**src/common/gb_bus_pkg.sv**
```systemverilog
// ~~~~~~~~~~~~~~~~~~~~~~~~~~~~~~~~~~~~~~~~~~~~~~~~~~
// System bus types and memory map constants
// Region enum and the two pipeline request structs
// ~~~~~~~~~~~~~~~~~~~~~~~~~~~~~~~~~~~~~~~~~~~~~~~~~~

`default_nettype none

package gb_bus_pkg;

   typedef logic [15:0] addr_t;
   typedef logic [7:0]  data_t;

   // Interrupt flag vector, same bit order as the IF register
   typedef logic [4:0]  irq_flags_t;

   localparam logic [2:0] irq_vblank = 3'd0;
   localparam logic [2:0] irq_lcd    = 3'd1;
   localparam logic [2:0] irq_timer  = 3'd2;
   localparam logic [2:0] irq_serial = 3'd3;
   localparam logic [2:0] irq_joypad = 3'd4;

   // Boot ROM overlay, only while the overlay is enabled
   localparam addr_t boot_end        = 16'h0102;

   // Cartridge ROM space
   localparam addr_t cart_start      = 16'h0000;
   localparam addr_t cart_end        = 16'h7FFF;
   // First cartridge byte visible while boot ROM is mapped
   localparam addr_t cart_start_boot = 16'h0104;

   localparam addr_t wram_start      = 16'hC000;
   localparam addr_t wram_end        = 16'hDFFF;

   // Mirror of work RAM
   localparam addr_t echo_start      = 16'hE000;
   localparam addr_t echo_end        = 16'hFDFF;

   // Memory mapped registers
   localparam addr_t mmio_if         = 16'hFF0F;
   localparam addr_t mmio_boot_ctrl  = 16'hFF50;

   typedef enum logic [2:0] {
      region_junk,
      region_boot,
      region_cart,
      region_wram,
      region_echo,
      region_if,
      region_boot_ctrl
   } region_t;

   // CPU request as seen on the bus
   typedef struct packed {
      logic  rd;
      logic  wr;
      addr_t addr;
      data_t wdata;
   } bus_req_t;

   // Request after the decode stage
   typedef struct packed {
      bus_req_t req;
      region_t  region;
   } decoded_req_t;

endpackage

`default_nettype wire

```
**src/decode/addr_decode_stage.sv**
```systemverilog
// ~~~~~~~~~~~~~~~~~~~~~~~~~~~~~~~~~~~~~~~~~~~~~~~~~~
// First bus pipeline stage
// Memory map decode with boot ROM overlay
// ~~~~~~~~~~~~~~~~~~~~~~~~~~~~~~~~~~~~~~~~~~~~~~~~~~

`timescale 1ns/1ps
`default_nettype none

module addr_decode_stage (
   input  wire                          clock,
   input  wire                          reset,
   input  wire gb_bus_pkg::bus_req_t    req,
   input  wire                          boot_disable,
   output gb_bus_pkg::decoded_req_t     dreq
);

   gb_bus_pkg::region_t region;
   gb_bus_pkg::addr_t   cart_low;
   logic                in_boot;
   logic                in_cart;
   logic                in_wram;
   logic                in_echo;

   // Cartridge space starts after the boot ROM while it is mapped
   assign cart_low = boot_disable ? gb_bus_pkg::cart_start : gb_bus_pkg::cart_start_boot;

   assign in_boot = !boot_disable && (req.addr <= gb_bus_pkg::boot_end);
   assign in_cart = (req.addr >= cart_low) && (req.addr <= gb_bus_pkg::cart_end);
   assign in_wram = (req.addr >= gb_bus_pkg::wram_start) &&
                    (req.addr <= gb_bus_pkg::wram_end);
   assign in_echo = (req.addr >= gb_bus_pkg::echo_start) &&
                    (req.addr <= gb_bus_pkg::echo_end);

   // Boot ROM has priority over the cartridge range
   always_comb begin
      if (in_boot) begin
         region = gb_bus_pkg::region_boot;
      end else if (in_cart) begin
         region = gb_bus_pkg::region_cart;
      end else if (in_wram) begin
         region = gb_bus_pkg::region_wram;
      end else if (in_echo) begin
         region = gb_bus_pkg::region_echo;
      end else if (req.addr == gb_bus_pkg::mmio_if) begin
         region = gb_bus_pkg::region_if;
      end else if (req.addr == gb_bus_pkg::mmio_boot_ctrl) begin
         region = gb_bus_pkg::region_boot_ctrl;
      end else begin
         // 0103 during boot lands here too
         region = gb_bus_pkg::region_junk;
      end
   end

   always_ff @(posedge clock or posedge reset) begin
      if (reset) begin
         dreq <= '0;
      end else begin
         dreq.req    <= req;
         dreq.region <= region;
      end
   end

   // The CPU never reads and writes in the same cycle
   rd_wr_exclusive: assert property (
      @(posedge clock) disable iff (reset)
      !(req.rd && req.wr)
   );

endmodule

`default_nettype wire

```
**config.mk**
```make
export PLATFORM = sky130hd
export DESIGN_NAME = addr_decode_stage
export DESIGN_NICKNAME = d
export VERILOG_FILES = /design/src/common/gb_bus_pkg.sv /design/src/decode/addr_decode_stage.sv
export SDC_FILE = /design/constraint.sdc
export NUM_CORES = 1
export LEC_CHECK = 0
export BUFFER_PORTS_ARGS = -buffer_cell sky130_fd_sc_hd__buf_4
export CORE_MARGIN = 3
export CORE_UTILIZATION = 35
export CTS_CLUSTER_SIZE = 20
export DETAILED_ROUTE_END_ITERATION = 16
export HOLD_SLACK_MARGIN = 0.12
export PLACE_DENSITY = 0.79
export SYNTH_ARGS = -nofsm -noshare
export SYNTH_HDL_FRONTEND = slang
export SYNTH_SLANG_ARGS = --single-unit
```
**constraint.sdc**
```tcl
create_clock -name clock -period 1.7 [get_ports clock]
set_input_delay 0.085 -clock clock [delete_from_list [all_inputs] [get_ports clock]]
set_output_delay 0.085 -clock clock [all_outputs]
set_load 0.1 [all_outputs]
```
==> results of run 1 <==
## critical path, stage by stage
cell           delay (ps)
dlygate4sd3_1         550
buf_4                 160
or4_1                 560
nor4_4                180
nor2_1                 80
a211oi_1              220
## layer usage
layer  part of all wire, %  vias to the layer above
met5                     0                        -
met4                   2.5                        0
met3                   9.5                        7
met2                    49                       41
met1                    39                      420
li1                      -                      408
## layout make-up
type	instances	share of cell area [%]
antenna	1	0.142
clock buffer	7	3.12
inverter	4	0.852
multi-input combinational	29	12.0
sequential	29	41.2
tap	30	2.13
timing repair buffer	86	40.6
## worst max path at each step
| stage | to | cells past startpoint | startpoint | slack [ps] |
|---|---|---|---|---|
| after global routing | dreq[1] | 6 | req[8] | 60 |
| after floorplan | dreq[1] | 4 | req[13] | 320 |
| final | dreq[1] | 6 | req[8] | 100 |
| after detailed placement | dreq[0] | 5 | req[13] | 90 |
| after global placement | dreq[1] | 5 | req[13] | 160 |
| after CTS | dreq[1] | 6 | req[8] | 6 |
## logic make-up (layout without fill, tap and decap cells)
group	count (synthesis)	count (layout)	synth area share, %
other	0	1	0
adder cells (fa/ha/maj)	2	2	2.67
flip-flops	29	29	77.4
AO/OA/AOI/OAI	5	5	4.41
buffers and inverters	4	97	1.60
AND/OR/NAND/NOR	22	22	13.9
## power breakdown
| part | internal [mW] | switching, mW | total [mW] |
|---|---|---|---|
| sequential | 0.724 | 0.0120 | 0.736 |
| combinational | 0.141 | 0.343 | 0.483 |
| clock | 0.195 | 0.231 | 0.426 |
## cells in the final DEF, fill, tap and decap left out
cell            n
a2111o_1        1
a211oi_1        1
a211oi_2        1
buf_4          58
clkbuf_1        1
clkbuf_4        5
clkbuf_8        1
dfrtp_1        29
diode_2         1
dlygate4sd3_1  28
ha_1            2
inv_1           4
nand2_1         4
nand2b_1        1
nand4_1         4
nor2_1          3
nor3_1          2
nor4_1          3
nor4_4          1
o21ai_0         2
or3_1           1
or4_1           1
or4_4           1
or4bb_2         1
## what timing repair did
item / 4_1_cts / 5_1_grt
endpoints found under the setup margin: 0 / 1
hold buffers: 28 / 0
resized for setup: 0 / 2
hold endpoints to repair: 57 / 0
==> metrics.log, run 1 <==
[metrics] GR met3 Demand/Resource: around 7.6%
[metrics] ratio of cells with drive above 1 in the final layout: 43.9%
[metrics] # Post-CTS Setup Buffers: 0
[metrics] post-route total power: 1.64 mW
[metrics] number of nets still failing antenna checks after routing: 0
[metrics] Setup TNS: 0 ps
[metrics] leading post-synthesis cells by cell area: dfrtp_1 77%, ha_1 2.7%, nand4_1 2.7%
[metrics] area share of the leading cell type in the synthesized netlist: 77.4%
[metrics] Post-route DRC: 0
[metrics] final core utilization: 69.9%
[metrics] Cell Rows: 18
[metrics] Core Area: 2520 um^2
[metrics] clock input transition at the sequential cells of the worst setup and hold paths: approximately 90 ps
[metrics] gr busiest metal: met2
[metrics] Final Cell Area: 1760 um^2
[metrics] number of cells traversed by the worst hold path: 5
[metrics] CTS tree: done
[metrics] effective utilization at floorplan: 37.2%
[metrics] register ranked first by flip-flop count: dreq
[metrics] Cells after DPL: 150
[metrics] combined global-route utilization of all metal layers: 16.9%
[metrics] drt first-iter violations: 22
[metrics] transition time of the tightest slew-check pin: 363 ps
[metrics] worst hold path endpoint: dreq[2]
[metrics] kind of critical path: in -> reg
[metrics] wire length per cell: 15.4 um
[metrics] top flop regs: dreq: 29 flops
[metrics] Max Root-Sink Buffers: 2
[metrics] Synth Area per Inst: 15.1 um^2
[metrics] Hold Worst Slack: 219 ps
[metrics] peak clock frequency supported by timing: 0.627 GHz
[metrics] fin crit period: 1600 ps
[metrics] met1 Resource Use GR: between 10% and 20%
[metrics] number of nets at the end of the flow: roughly 190
[metrics] top fanout value on the critical path: 5
[metrics] Slew Limit Fails: 0
[metrics] Ys Warns: 0
[metrics] grt ovf: 0
[metrics] proportion of synthesized chip area in sequential cells: 77.4%
[metrics] Boundary Pins: 58
[metrics] GP Congestion: 0.757
[metrics] number of synthesized register bits: 29
[metrics] number of antenna violations at the first check in global routing: 1
[metrics] number of setup violations in the final report: 0
[metrics] number of maximum-capacitance constraint violations: 0
[metrics] source of the worst hold timing path: req[10]
[metrics] number of flops mapped to enable cells by yosys: 0
[metrics] final worst-path setup slack: 105 ps
[metrics] RSZ-0062 raised after global routing: no
[metrics] total via count after detailed routing: 876
[metrics] combined flip-flop and latch cell area: 726 um^2
[metrics] PwrDens: between 900 and 1000 nW/um^2
[metrics] wire length of the first global-routing pass: 4.11 mm
[metrics] Distinct cells, synth: 17
[metrics] multi-input logic area: 211 um^2
[metrics] Die Outline Area: approximately 3300 um^2
[metrics] post-place instance area: between 1000 and 1500 um^2
[metrics] Worst Setup Start Kind: primary input
[metrics] clock buffers created by TritonCTS: 5
[metrics] maximum number of pins on one net before global-route repair: 30
[metrics] area growth from synthesis to layout: 88.1%
[metrics] die outline height: 57.7 um
[metrics] final worst path period share: between 90% and 100%
[metrics] Buffers on Ports: 57
[metrics] data arrival time at the worst-slack endpoint: 1830 ps
[metrics] cell type with the highest aggregate area in the netlist: dfrtp_1
[metrics] worst ir drop on vdd: 0.000704 V
[metrics] CP endpoint kind: flop
[metrics] final wirelength: ~2.9 mm
[metrics] max reg flops: 29
[metrics] commonest cells in the synthesized netlist: 29 x dfrtp_1, 4 x inv_1, 4 x nand2_1, 4 x nand4_1, 4 x nor4_1
[metrics] met2 track demand over resource: a little over a quarter
[metrics] final-layout fill cell count: 166
[metrics] Async S/R FF share, synth: 100%
[metrics] Setup Slack @ Placement: 94.5 ps
[metrics] TritonCTS Sinks: 29
[metrics] number of cells produced by synthesis: 62
[metrics] leakage power figure: 0.860 nW
[metrics] vias per cell: 4.71
[metrics] vias in the first global route: 864
[metrics] CP Data Required Time: 1930 ps
[metrics] root buffer cell: clkbuf_4
[metrics] status: finished, final reports clean
[metrics] Post-Layout Cell Count: between 150 and 200
[metrics] first-pass iteration count of the detailed router: 4
[metrics] Post-Synthesis Cell Area: 937 um^2
[metrics] horizontal die dimension: a little under 60 um
[metrics] most instantiated flip-flop cell in the synthesis netlist: dfrtp_1
[metrics] synthesized net count: 93
[metrics] Hold Vio Cnt, Final: 0
[metrics] worst hold path type: in -> reg
[metrics] Max H-tree Level: 2
[metrics] worst slew margin relative to its limit: 75.8%
[metrics] most common cell in the netlist: dfrtp_1
Note: power is estimated with default switching activity, not from simulation.
==> inputs of run 2 (changes only) <==
Settings changed: PLACE_DENSITY 0.79 to 0.75.
==> run 2 against run 1 <==
  * Global-route usage up 0.69 points
  * Power down 0.98%
  * Die area unchanged
  * Final area down 0.14%
  * Cell count down 0.54%
  * Combinational power about the same
  * Worst hold slack about the same
  * Largest cell class unchanged
==> metrics.log, run 2 (same netlist as run 1, synthesis figures left out) <==
[metrics] Max H-tree Level: 2 (unchanged)
[metrics] Max Root-Sink Buffers: 2 (unchanged)
[metrics] die outline height: 57.7 um (unchanged)
[metrics] wire length of the first global-routing pass: 4.32 mm (was 4.11 mm)
[metrics] half-perimeter wire length after placement: 1.69 mm
[metrics] number of setup violations in the final report: 0 (unchanged)
[metrics] effective utilization at floorplan: 37.2% (unchanged)
[metrics] Core Area: 2520 um^2 (unchanged)
[metrics] horizontal die dimension: 57.7 um (unchanged)
[metrics] TritonCTS Sinks: 29 (unchanged)
[metrics] kind of critical path: in -> reg (unchanged)
[metrics] clock buffers created by TritonCTS: 5 (unchanged)
[metrics] grt ovf: 0 (unchanged)
[metrics] clock input transition at the sequential cells of the worst setup and hold paths: 90 ps (about the same)
[metrics] vias per cell: 4.84 (was 4.71)
[metrics] CTS tree: done (unchanged)
[metrics] CP Data Required Time: 1960 ps (was 1930 ps)
[metrics] worst hold path type: in -> reg (unchanged)
[metrics] GP Congestion: 0.716 (was 0.757)
[metrics] most used cells in the layout excluding fill and tap cells: 58 x buf_4, 29 x dfrtp_1, 28 x dlygate4sd3_1, 5 x clkbuf_4 (unchanged)
[metrics] Boundary Pins: 58 (unchanged)
[metrics] most common cell after layout, fill and taps aside: buf_4 (unchanged)
[metrics] antenna cell count: 0 (was 1)
[metrics] combined flip-flop and latch cell area: 726 um^2 (unchanged)
[metrics] maximum number of pins on one net before global-route repair: 21 (was 30)
[metrics] wire length per cell: 15.2 um (was 15.4 um)
[metrics] first-pass iteration count of the detailed router: 4 (unchanged)
[metrics] peak clock frequency supported by timing: 0.604 GHz (was 0.627 GHz)
[metrics] final wirelength: 2.81 mm (was 2.87 mm)
[metrics] worst ir drop on vdd: 0.000791 V (was 0.000704 V)
[metrics] area growth from synthesis to layout: 87.9% (was 88.1%)
[metrics] drt first-iter violations: 28 (was 22)
[metrics] leakage power figure: 0.860 nW (about the same)
[metrics] top fanout value on the critical path: 3 (was 5)
[metrics] Slew Limit Fails: 0 (unchanged)
[metrics] number of nets at the end of the flow: 186 (unchanged)
[metrics] vias in the first global route: 898 (was 864)
[metrics] fin crit period: 1660 ps (was 1600 ps)
[metrics] PwrDens: 925 nW/um^2 (was 933 nW/um^2)
[metrics] status: finished, final reports clean (unchanged)
[metrics] final worst path period share: 97.5% (was 93.8%)
[metrics] worst slew margin relative to its limit: 75.1% (was 75.8%)
[metrics] combined global-route utilization of all metal layers: 17.6% (was 16.9%)
[metrics] multi-input logic area: 211 um^2 (unchanged)
[metrics] Die Outline Area: 3330 um^2 (unchanged)
[metrics] final-layout fill cell count: 163 (was 166)
[metrics] total via count after detailed routing: 895 (was 876)
[metrics] number of maximum-capacitance constraint violations: 0 (unchanged)
[metrics] Worst Setup Start Kind: primary input (unchanged)
[metrics] number of nets still failing antenna checks after routing: 0 (unchanged)
[metrics] max reg flops: 29 (unchanged)
[metrics] register ranked first by flip-flop count: dreq (unchanged)
[metrics] Buffers on Ports: 57 (unchanged)
[metrics] post-route total power: 1.63 mW (was 1.64 mW)
[metrics] Setup TNS: 0 ps (unchanged)
[metrics] number of antenna violations at the first check in global routing: 0 (was 1)
[metrics] root buffer cell: clkbuf_4 (unchanged)
[metrics] transition time of the tightest slew-check pin: 370 ps (was 363 ps)
[metrics] ratio of cells with drive above 1 in the final layout: 43.9% (unchanged)
[metrics] data arrival time at the worst-slack endpoint: 1920 ps (was 1830 ps)
[metrics] Cell Rows: 18 (unchanged)
[metrics] Post-route DRC: 0 (unchanged)
[metrics] top flop regs: dreq: 29 flops (unchanged)
[metrics] Hold Vio Cnt, Final: 0 (unchanged)
[metrics] CP endpoint kind: flop (unchanged)
## run 2: cell count changes in the layout (fill, tap and decap cells not counted)
cell / delta
diode_2: -1
## run 2: what timing repair did
item | CTS | global route
resized for setup | 0 | 2
hold endpoints to repair | 46 | 0
buffers inserted | 0 | 0
setup endpoints to repair | 0 | 2
hold buffers | 28 | 0
## run 2: final timing paths
kind                          from       end  cells after the start
setup / recovery           req[14]   dreq[0]                      6
hold / removal             req[13]   dreq[2]                      5
max in group asynchronous    reset   dreq[8]                      4
min in group asynchronous    reset  dreq[18]                      3
## run 2: through the flow
step / std cells / setup WS (ps) / area [um^2] / hold WS (ps) / utilization, %
global route: 185 / -35.7 / 1760 / 240 / 69.8
CTS: 185 / 15.5 / 1750 / 189 / 69.2
floorplan: 62 / 317 / 937 / 116 / -
global placement: 150 / 157 / 1410 / 70.2 / 55.9
detailed placement: 150 / 133 / 1410 / 75.4 / 55.9
finish: 185 / 43.3 / 1760 / 219 / 69.8
## run 2: report_power, final
| group | switching, mW | internal (mW) | leakage [nW] |
|---|---|---|---|
| Sequential | 0.0115 | 0.724 | 0.341 |
| Clock | 0.214 | 0.195 | 0.0314 |
| Combinational | 0.345 | 0.141 | 0.488 |
| Total | 0.570 | 1.06 | 0.860 |
## run 2: worst max-delay path: stages
cell and delay (ps):
dlygate4sd3_1 540, buf_4 140, or4_4 440, a2111o_1 370, a211oi_2 210, or3_1 140
## run 2: final cells by class
class / count / share of cell area (%)
Clock buffer: 7 / 3.13
Timing Repair Buffer: 86 / 40.7
Sequential cell: 29 / 41.2
Tap cell: 30 / 2.13
Multi-Input combinational cell: 29 / 12.0
Inverter: 4 / 0.853
## run 2: metal layers
metal / routed length, um / track usage, %
met1: 1100 / 21.1
met5: 0 / 0
met4: 32 / 7.95
met3: 234 / 5.35
met2: 1440 / 29.2
